[src/rtl/glb_consts.svh]
// Widths, queue depth and register map of one global buffer tile.
// Header registers use two indices per slot, starting at GLB_REG_HDR_BASE.
`ifndef GLB_CONSTS_SVH
`define GLB_CONSTS_SVH

// Configuration bus.
`define GLB_CFG_DATA_WIDTH 32
`define GLB_CFG_ADDR_WIDTH 11
`define GLB_TILE_ID_WIDTH 4   // Address bits 10 to 7.
`define GLB_REG_ADDR_WIDTH 5  // Address bits 6 to 2.

// Store DMA and bank.
`define GLB_QUEUE_DEPTH 4
`define GLB_BANK_ADDR_WIDTH 8 // 256 words per bank.
`define GLB_DATA_WIDTH 16
`define GLB_NUM_WORDS_WIDTH 8

// Register indices.
`define GLB_REG_TILE_CTRL 0   // Bit 0 is tile start and bit 1 is tile end.
`define GLB_REG_DMA_CTRL 1    // Bit 0 is DMA on and bit 1 is auto advance.
`define GLB_REG_HDR_BASE 2

`endif
[src/rtl/glb_pkg.sv]
// Shared types of the global buffer tile. Widths come from glb_consts.svh.
`default_nettype none
`include "glb_consts.svh"

package glb_pkg;

    typedef logic [`GLB_TILE_ID_WIDTH-1:0] tile_id_t;
    typedef logic [`GLB_CFG_DATA_WIDTH-1:0] cfg_data_t;
    typedef logic [`GLB_CFG_ADDR_WIDTH-1:0] cfg_addr_t;
    typedef logic [`GLB_BANK_ADDR_WIDTH-1:0] bank_addr_t;
    typedef logic [`GLB_DATA_WIDTH-1:0] data_t;
    typedef logic [`GLB_NUM_WORDS_WIDTH-1:0] num_words_t;

    // One request on the daisy-chained configuration bus.
    typedef struct packed {
        logic      wr_en;
        cfg_addr_t wr_addr;
        cfg_data_t wr_data;
        logic      rd_en;
        cfg_addr_t rd_addr;
    } cfg_req_t;

    typedef struct packed {
        cfg_data_t rd_data;
        logic      rd_data_valid;
    } cfg_rsp_t;

    typedef struct packed {
        logic       valid;
        bank_addr_t start_addr;
        num_words_t num_words;
    } dma_header_t;

    typedef enum logic [1:0] {dma_idle, dma_run, dma_done} dma_state_t;

    typedef struct packed {
        logic       en;
        bank_addr_t addr;
        data_t      data;
    } bank_wr_t;

endpackage

`default_nettype wire

[src/rtl/glb_tile.sv]
// One global buffer tile. The west port connects to the next tile in the chain.
`timescale 1ns/1ps
`default_nettype none
`include "glb_consts.svh"

module glb_tile
    import glb_pkg::*;
(
    input  logic       clk,
    input  logic       reset,
    input  tile_id_t   glb_tile_id,
    input  cfg_req_t   cfg_east_req,
    output cfg_rsp_t   cfg_east_rsp,
    output cfg_req_t   cfg_west_req,
    input  cfg_rsp_t   cfg_west_rsp,
    output logic       tile_is_start,
    output logic       tile_is_end,
    input  logic       st_valid,
    output logic       st_ready,
    input  data_t      st_data,
    input  logic       rd_req_valid,
    output logic       rd_req_ready,
    input  bank_addr_t rd_req_addr,
    output data_t      rd_data,
    output logic       rd_valid
);

    logic                        dma_on;
    logic                        dma_auto_on;
    dma_header_t                 dma_header [`GLB_QUEUE_DEPTH];
    logic [`GLB_QUEUE_DEPTH-1:0] dma_invalidate;
    bank_wr_t                    bank_wr;

    glb_tile_cfg u_cfg (
        .clk, .reset, .glb_tile_id, .cfg_east_req, .cfg_east_rsp, .cfg_west_req,
        .cfg_west_rsp, .tile_is_start, .tile_is_end, .dma_on, .dma_auto_on,
        .dma_header, .dma_invalidate
    );

    glb_store_dma u_store_dma (
        .clk, .reset, .dma_on, .dma_auto_on, .dma_header, .st_valid, .st_data,
        .st_ready, .dma_invalidate, .bank_wr
    );

    glb_bank u_bank (
        .clk, .reset, .bank_wr, .rd_req_valid, .rd_req_ready, .rd_req_addr,
        .rd_data, .rd_valid
    );

endmodule

`default_nettype wire

[src/rtl/glb_bank.sv]
// Single-port bank of 256 words. DMA writes win and stall host reads.
`timescale 1ns/1ps
`default_nettype none
`include "glb_consts.svh"

module glb_bank
    import glb_pkg::*;
(
    input  logic       clk,
    input  logic       reset,
    input  bank_wr_t   bank_wr,
    input  logic       rd_req_valid,
    output logic       rd_req_ready,
    input  bank_addr_t rd_req_addr,
    output data_t      rd_data,
    output logic       rd_valid
);

    data_t mem [2**`GLB_BANK_ADDR_WIDTH];
    logic  rd_fire;

    assign rd_req_ready = !bank_wr.en; // The single port is busy on a write.
    assign rd_fire      = rd_req_valid && rd_req_ready;

    always_ff @(posedge clk) begin
        if (bank_wr.en) begin
            mem[bank_wr.addr] <= bank_wr.data;
        end else if (rd_fire) begin
            rd_data <= mem[rd_req_addr];
        end
    end

    // Read data is valid for one cycle after the request is accepted.
    always_ff @(posedge clk or posedge reset) begin
        if (reset) begin
            rd_valid <= 1'b0;
        end else begin
            rd_valid <= rd_fire;
        end
    end

endmodule

`default_nettype wire

[src/rtl/glb_store_dma.sv]
// Store DMA that writes a valid/ready stream into the bank under header control.
// Headers are served in queue order only while auto advance is on.
`timescale 1ns/1ps
`default_nettype none
`include "glb_consts.svh"

module glb_store_dma
    import glb_pkg::*;
(
    input  logic                        clk,
    input  logic                        reset,
    input  logic                        dma_on,
    input  logic                        dma_auto_on,
    input  dma_header_t                 dma_header [`GLB_QUEUE_DEPTH],
    input  logic                        st_valid,
    input  data_t                       st_data,
    output logic                        st_ready,
    output logic [`GLB_QUEUE_DEPTH-1:0] dma_invalidate,
    output bank_wr_t                    bank_wr
);

    localparam int CURSOR_WIDTH = $clog2(`GLB_QUEUE_DEPTH);
    localparam logic [CURSOR_WIDTH-1:0] LAST_SLOT = CURSOR_WIDTH'(`GLB_QUEUE_DEPTH - 1);

    dma_state_t              state;
    logic [CURSOR_WIDTH-1:0] cursor;   // Header being served.
    num_words_t              word_cnt; // Words already written for this header.
    dma_header_t             cur_hdr;
    logic                    xfer;

    assign cur_hdr  = dma_header[cursor];
    assign st_ready = (state == dma_run) && cur_hdr.valid;
    assign xfer     = st_valid && st_ready;

    // Each accepted word goes to the bank on the same edge.
    always_comb begin
        bank_wr.en   = xfer;
        bank_wr.addr = cur_hdr.start_addr + bank_addr_t'(word_cnt);
        bank_wr.data = st_data;
    end

    always_comb begin
        dma_invalidate = '0;
        if (state == dma_done) begin
            dma_invalidate[cursor] = 1'b1; // One-cycle retire pulse.
        end
    end

    always_ff @(posedge clk or posedge reset) begin
        if (reset) begin
            state    <= dma_idle;
            cursor   <= '0;
            word_cnt <= '0;
        end else begin
            case (state)
                dma_idle: begin
                    word_cnt <= '0;
                    if (dma_on && cur_hdr.valid) begin
                        // An empty header retires without touching the stream.
                        state <= (cur_hdr.num_words == '0) ? dma_done : dma_run;
                    end
                end
                dma_run: begin
                    if (xfer) begin
                        word_cnt <= word_cnt + 1'b1;
                        if (word_cnt == cur_hdr.num_words - 1'b1) begin
                            state <= dma_done;
                        end
                    end
                end
                dma_done: begin
                    state <= dma_idle;
                    if (dma_auto_on) begin
                        cursor <= (cursor == LAST_SLOT) ? '0 : cursor + 1'b1;
                    end else begin
                        cursor <= '0;
                    end
                end
                default: state <= dma_idle;
            endcase
        end
    end

endmodule

`default_nettype wire

[src/rtl/glb_tile_cfg.sv]
// Configuration registers and east/west router of one tile.
// A write to this tile in the same cycle as an invalidate pulse drops the pulse.
`timescale 1ns/1ps
`default_nettype none
`include "glb_consts.svh"

module glb_tile_cfg
    import glb_pkg::*;
(
    input  logic                        clk,
    input  logic                        reset,
    input  tile_id_t                    glb_tile_id,
    input  cfg_req_t                    cfg_east_req,
    output cfg_rsp_t                    cfg_east_rsp,
    output cfg_req_t                    cfg_west_req,
    input  cfg_rsp_t                    cfg_west_rsp,
    output logic                        tile_is_start,
    output logic                        tile_is_end,
    output logic                        dma_on,
    output logic                        dma_auto_on,
    output dma_header_t                 dma_header [`GLB_QUEUE_DEPTH],
    input  logic [`GLB_QUEUE_DEPTH-1:0] dma_invalidate
);

    tile_id_t                      wr_tile;
    tile_id_t                      rd_tile;
    logic [`GLB_REG_ADDR_WIDTH-1:0] wr_reg;
    logic [`GLB_REG_ADDR_WIDTH-1:0] rd_reg;
    logic                          wr_hit;
    logic                          rd_hit;
    cfg_data_t                     rd_value;

    // Register index of a header slot. The upper index holds valid and start address.
    function automatic logic [`GLB_REG_ADDR_WIDTH-1:0] hdr_reg(input int slot, input int upper);
        hdr_reg = `GLB_REG_ADDR_WIDTH'(`GLB_REG_HDR_BASE + 2 * slot + upper);
    endfunction

    // Address layout is tile id on top, then register index, then byte offset.
    assign wr_tile = cfg_east_req.wr_addr[`GLB_CFG_ADDR_WIDTH-1 -: `GLB_TILE_ID_WIDTH];
    assign rd_tile = cfg_east_req.rd_addr[`GLB_CFG_ADDR_WIDTH-1 -: `GLB_TILE_ID_WIDTH];
    assign wr_reg  = cfg_east_req.wr_addr[2 +: `GLB_REG_ADDR_WIDTH];
    assign rd_reg  = cfg_east_req.rd_addr[2 +: `GLB_REG_ADDR_WIDTH];

    assign wr_hit = cfg_east_req.wr_en && (wr_tile == glb_tile_id);
    assign rd_hit = cfg_east_req.rd_en && (rd_tile == glb_tile_id);

    always_ff @(posedge clk or posedge reset) begin
        if (reset) begin
            tile_is_start <= 1'b0;
            tile_is_end   <= 1'b0;
            dma_on        <= 1'b0;
            dma_auto_on   <= 1'b0;
            for (int i = 0; i < `GLB_QUEUE_DEPTH; i++) begin
                dma_header[i] <= '0;
            end
        end else if (wr_hit) begin
            case (wr_reg)
                `GLB_REG_TILE_CTRL: {tile_is_end, tile_is_start} <= cfg_east_req.wr_data[1:0];
                `GLB_REG_DMA_CTRL:  {dma_auto_on, dma_on} <= cfg_east_req.wr_data[1:0];
                default: ;
            endcase
            for (int i = 0; i < `GLB_QUEUE_DEPTH; i++) begin
                if (wr_reg == hdr_reg(i, 0)) begin
                    dma_header[i].num_words <= cfg_east_req.wr_data[`GLB_NUM_WORDS_WIDTH-1:0];
                end
                if (wr_reg == hdr_reg(i, 1)) begin
                    {dma_header[i].start_addr, dma_header[i].valid} <=
                        cfg_east_req.wr_data[`GLB_BANK_ADDR_WIDTH:0];
                end
            end
        end else begin
            // The DMA retires a header by clearing only its valid bit.
            for (int i = 0; i < `GLB_QUEUE_DEPTH; i++) begin
                if (dma_invalidate[i]) begin
                    dma_header[i].valid <= 1'b0;
                end
            end
        end
    end

    // Read mux. Unmapped indices read as zero.
    always_comb begin
        rd_value = '0;
        case (rd_reg)
            `GLB_REG_TILE_CTRL: rd_value = cfg_data_t'({tile_is_end, tile_is_start});
            `GLB_REG_DMA_CTRL:  rd_value = cfg_data_t'({dma_auto_on, dma_on});
            default: ;
        endcase
        for (int i = 0; i < `GLB_QUEUE_DEPTH; i++) begin
            if (rd_reg == hdr_reg(i, 0)) begin
                rd_value = cfg_data_t'(dma_header[i].num_words);
            end
            if (rd_reg == hdr_reg(i, 1)) begin
                rd_value = cfg_data_t'({dma_header[i].start_addr, dma_header[i].valid});
            end
        end
    end

    // Requests for other tiles move one hop west. Idle cycles send all zero.
    always_ff @(posedge clk or posedge reset) begin
        if (reset) begin
            cfg_west_req <= '0;
        end else begin
            cfg_west_req <= '0;
            if (cfg_east_req.wr_en && !wr_hit) begin
                cfg_west_req.wr_en   <= 1'b1;
                cfg_west_req.wr_addr <= cfg_east_req.wr_addr;
                cfg_west_req.wr_data <= cfg_east_req.wr_data;
            end
            if (cfg_east_req.rd_en && !rd_hit) begin
                cfg_west_req.rd_en   <= 1'b1;
                cfg_west_req.rd_addr <= cfg_east_req.rd_addr;
            end
        end
    end

    // A local read response takes the slot, otherwise the west response passes east.
    always_ff @(posedge clk or posedge reset) begin
        if (reset) begin
            cfg_east_rsp <= '0;
        end else if (rd_hit) begin
            cfg_east_rsp.rd_data       <= rd_value;
            cfg_east_rsp.rd_data_valid <= 1'b1;
        end else begin
            cfg_east_rsp <= cfg_west_rsp;
        end
    end

endmodule

`default_nettype wire

[config.mk]
export PLATFORM = sky130hd
export DESIGN_NAME = glb_tile
export DESIGN_NICKNAME = d
export VERILOG_FILES = /design/src/rtl/glb_pkg.sv /design/src/rtl/glb_tile.sv /design/src/rtl/glb_bank.sv /design/src/rtl/glb_store_dma.sv /design/src/rtl/glb_tile_cfg.sv
export VERILOG_INCLUDE_DIRS = /design/src /design/src/rtl
export SDC_FILE = /design/constraint.sdc
export NUM_CORES = 2
export LEC_CHECK = 0
export BUFFER_PORTS_ARGS = -buffer_cell sky130_fd_sc_hd__buf_2
export CAP_MARGIN = 20
export CORE_MARGIN = 5
export CORE_UTILIZATION = 32
export DETAILED_ROUTE_END_ITERATION = 10
export GPL_TIMING_DRIVEN = 0
export PLACE_DENSITY_LB_ADDON = 0.15
export SKIP_LAST_GASP = 1
export SLEW_MARGIN = 20
export SYNTH_ARGS = -nofsm -noshare
export SYNTH_HDL_FRONTEND = slang
export SYNTH_SLANG_ARGS = --single-unit
[constraint.sdc]
create_clock -name clk -period 13.7 [get_ports clk]
set_clock_uncertainty 0.1 [all_clocks]
set_input_delay 2.055 -clock clk [delete_from_list [all_inputs] [get_ports clk]]
set_output_delay 2.055 -clock clk [all_outputs]
set_load 0.005 [all_outputs]
==> run metrics <==
Syn Std Cell Area between 150000 and 200000 sq um; area of the multi-input gates 37140 sq um; H-tree depth 5; CORE AREA roughly 520000 sq um; Yosys top cell by area edfxtp_1; RSZ-0062 raised after global routing no; Primary FF master, synth edfxtp_1; Worst R2R Path Depth 17; share of layout cells above drive strength 1 0.3230; Post-synth EDFFs 4112; Worst Setup SP u_store_dma.cursor[0]; Syn Inst Count roughly 7700; final hold violations 0; # DRC 0; most frequent cells in the layout 4112 x edfxtp_1, 883 x mux4_2, 706 x mux2i_1, 590 x buf_4, 472 x clkbuf_16; I/O Buffers about 220; Area growth syn-to-layout 19.73%; worst setup path class reg2reg; chip width 730.1 microns; TritonCTS clock tree yes; most common cell after layout, fill and taps aside edfxtp_1; DR vias ~88000; CTS Hold Bufs 0; CP required around 14 ns; largest cells by area after synthesis edfxtp_1 74%, mux4_2 12%, mux2i_1 4.3%; RePlAce Congestion between 0.9 and 1; Detailed Place HPWL a little over 400000 microns; final worst-path cycle share 0.5562; hold_sp u_store_dma.state[1]; drt pass-1 iters 6; max-slew violation count 0; P_leak approximately 65 nW; CP arrival slightly above 8 ns; CTS root buffer clkbuf_16; Hold Path Depth 1; Yosys cell types 60; CTS resizes 0; share of the synthesized area in the top cell type 0.7442; Vias/cell between 5 and 6; Die Y around 730 microns; #FFs+latches synth between 4000 and 5000; Synth async-reset ratio 0.04060; first-pass GRT wire length around 770000 microns; min Tclk post-route ~7.6 ns; R2R Path Start u_store_dma.cursor[0]; Reg area 127800 sq um; DIE AREA 533000 sq um; total congestion overflow 0; fin util 0.3843; postcts setup bufs 0; CP Capture Type flip-flop; hold_ws 0.4162 ns; antenna violation net count after detailed routing 0; clock sinks about 4300; DRT iter0 DRCs 10617; Final setup viols 0; Hold Crit Class reg2reg; worst slew pin tran roughly 1.3 ns; final worst setup slack between 6 and 7 ns; CTS clk-pin slew, worst paths about 0.060 ns; crit path launch type flip-flop; io pins about 230; Setup Total Neg Slack 0 ns; post-DR wirelength/cell around 35 microns; Final Routed Wirelength 573800 microns; Critical Path Fanout Max 10; pwr dens approximately 140 nW/um^2; Synth warnings 0; Max Freq 0.1312 GHz; status complete, no violations; initial antenna violation count 34; Place WS roughly 6.0 ns; pin count of the biggest net entering global routing approximately 130; Tot GR Track Use 0.2115; Max clock buf depth 4; via count of the first global-routing pass 89335; Mean Syn Cell Area approximately 21 sq um; Site Rows 264; Syn Nets ~7900; clk_lat worst skew between 1 and 1.5 ns; CTS Buf Count 466; relative slew slack 0.09317; sequential share of the synthesized area 0.7705; fin nets ~9000; Initial Util 0.3210; MaxCap Viol Count 0; # fillers around 47000; maximum VDD drop ~0.00013 V
-- state kept, by name, summed over array words and instances, names as in the netlist, 2 cells and up --
register,count
u_bank.mem,4096
u_cfg.dma_header,68
u_cfg.cfg_west_req,56
u_cfg.cfg_east_rsp,33
u_bank.rd_data,16
u_store_dma.word_cnt,8
u_store_dma.cursor,2
u_store_dma.state,2
-- cells in the mapped netlist, drive strengths merged, types with 3 or more instances --
master,instances
and2,81
or3b,3
nand4,37
nor3b,9
inv,20
nand2b,8
mux4,883
nor4,48
a21oi,8
or4,14
edfxtp,4112
a222oi,3
mux2,84
ha,14
a221oi,19
nor3,271
o21ai,60
o22ai,273
xor2,17
nand2,47
or3,4
clkbuf,222
o211ai,96
or2,5
a211oi,26
o22a,5
and3,7
a21o,4
nand3b,4
a2111oi,5
nor2,134
nand3,7
mux2i,706
buf,240
nor2b,8
o41ai,14
dfrtp,174
a22oi,33
xnor2,15
-- path summary, 6_finish.rpt --
path,endpoint,slack [ns]
worst max-delay path,u_bank.mem[81][9],6.08
worst min-delay path,u_store_dma.state[1],0.42
worst max register to register,u_bank.mem[81][9],6.08
worst min register to register,u_store_dma.state[1],0.42
max in group asynchronous,u_cfg.dma_header[24],11.56
min in group asynchronous,u_cfg.cfg_west_req[26],0.96
-- critical path, cell delays in order, from the launching register on --
cell and delay (ns):
dfrtp_1 0.45, buf_4 0.32, buf_1 0.70, mux4_2 0.45, ha_1 0.19, inv_1 0.06
fa_1 0.43, nor2b_1 0.12, o21ai_0 0.11, a21boi_0 0.79, o21a_1 0.34, or3_1 0.14
clkbuf_1 0.21, clkbuf_1 0.36, nand4_1 0.94, nor3_2 0.97, buf_4 0.34, buf_4 0.22
-- through the flow --
step | cell area (sq um) | total power, W | instances
floorplan | 165900 | 0.01536 | 7736
finish | 198600 | 0.02820 | 16445
global placement | 175700 | 0.01624 | 14874
global route | 198600 | 0.02902 | 16429
detailed placement | 183900 | 0.01627 | 15573
CTS | 198500 | 0.02844 | 16423
-- metal layers --
metal | global-route usage | vias up | part of all wire
met1 | 0.2855 | 47869 | 0.41
met5 | 0 | - | 0.00035
met4 | 0.07778 | 24 | 0.042
li1 | - | 35454 | -
met2 | 0.3366 | 3840 | 0.47
met3 | 0.04579 | 861 | 0.079
-- cells by family (layout without fill, tap and decap cells) --
kind of cell | count (synthesis) | in the layout | share of synthesized area
mux | 1673 | 1673 | 0.1681
fa+ha+maj | 15 | 15 | 0.001176
simple gates | 690 | 690 | 0.02161
buf+inv | 482 | 2257 | 0.01429
flops | 4286 | 4286 | 0.7705
other cells | 0 | 18 | 0
compound gates | 558 | 558 | 0.02263
xor+xnor | 32 | 32 | 0.001689
-- power by group --
part	internal [W]	switching, W	total [W]
Clock	0.00697	0.00525	0.0122
Sequential	0.0144	0.0000177	0.0144
Combinational	0.000495	0.00108	0.00158
-- area by class of cell --
cell class / count / area share
Sequential cell: 4286 / 0.6435
Multi-Input combinational cell: 2968 / 0.1870
Clock buffer: 566 / 0.06149
Tap cell: 6916 / 0.04356
Timing Repair Buffer: 925 / 0.03954
Clock inverter: 284 / 0.01232
Buffer: 462 / 0.01197
Inverter: 20 / 0.0004157
Antenna cell: 18 / 0.0002267
Note: power is estimated with default switching activity, not from simulation.
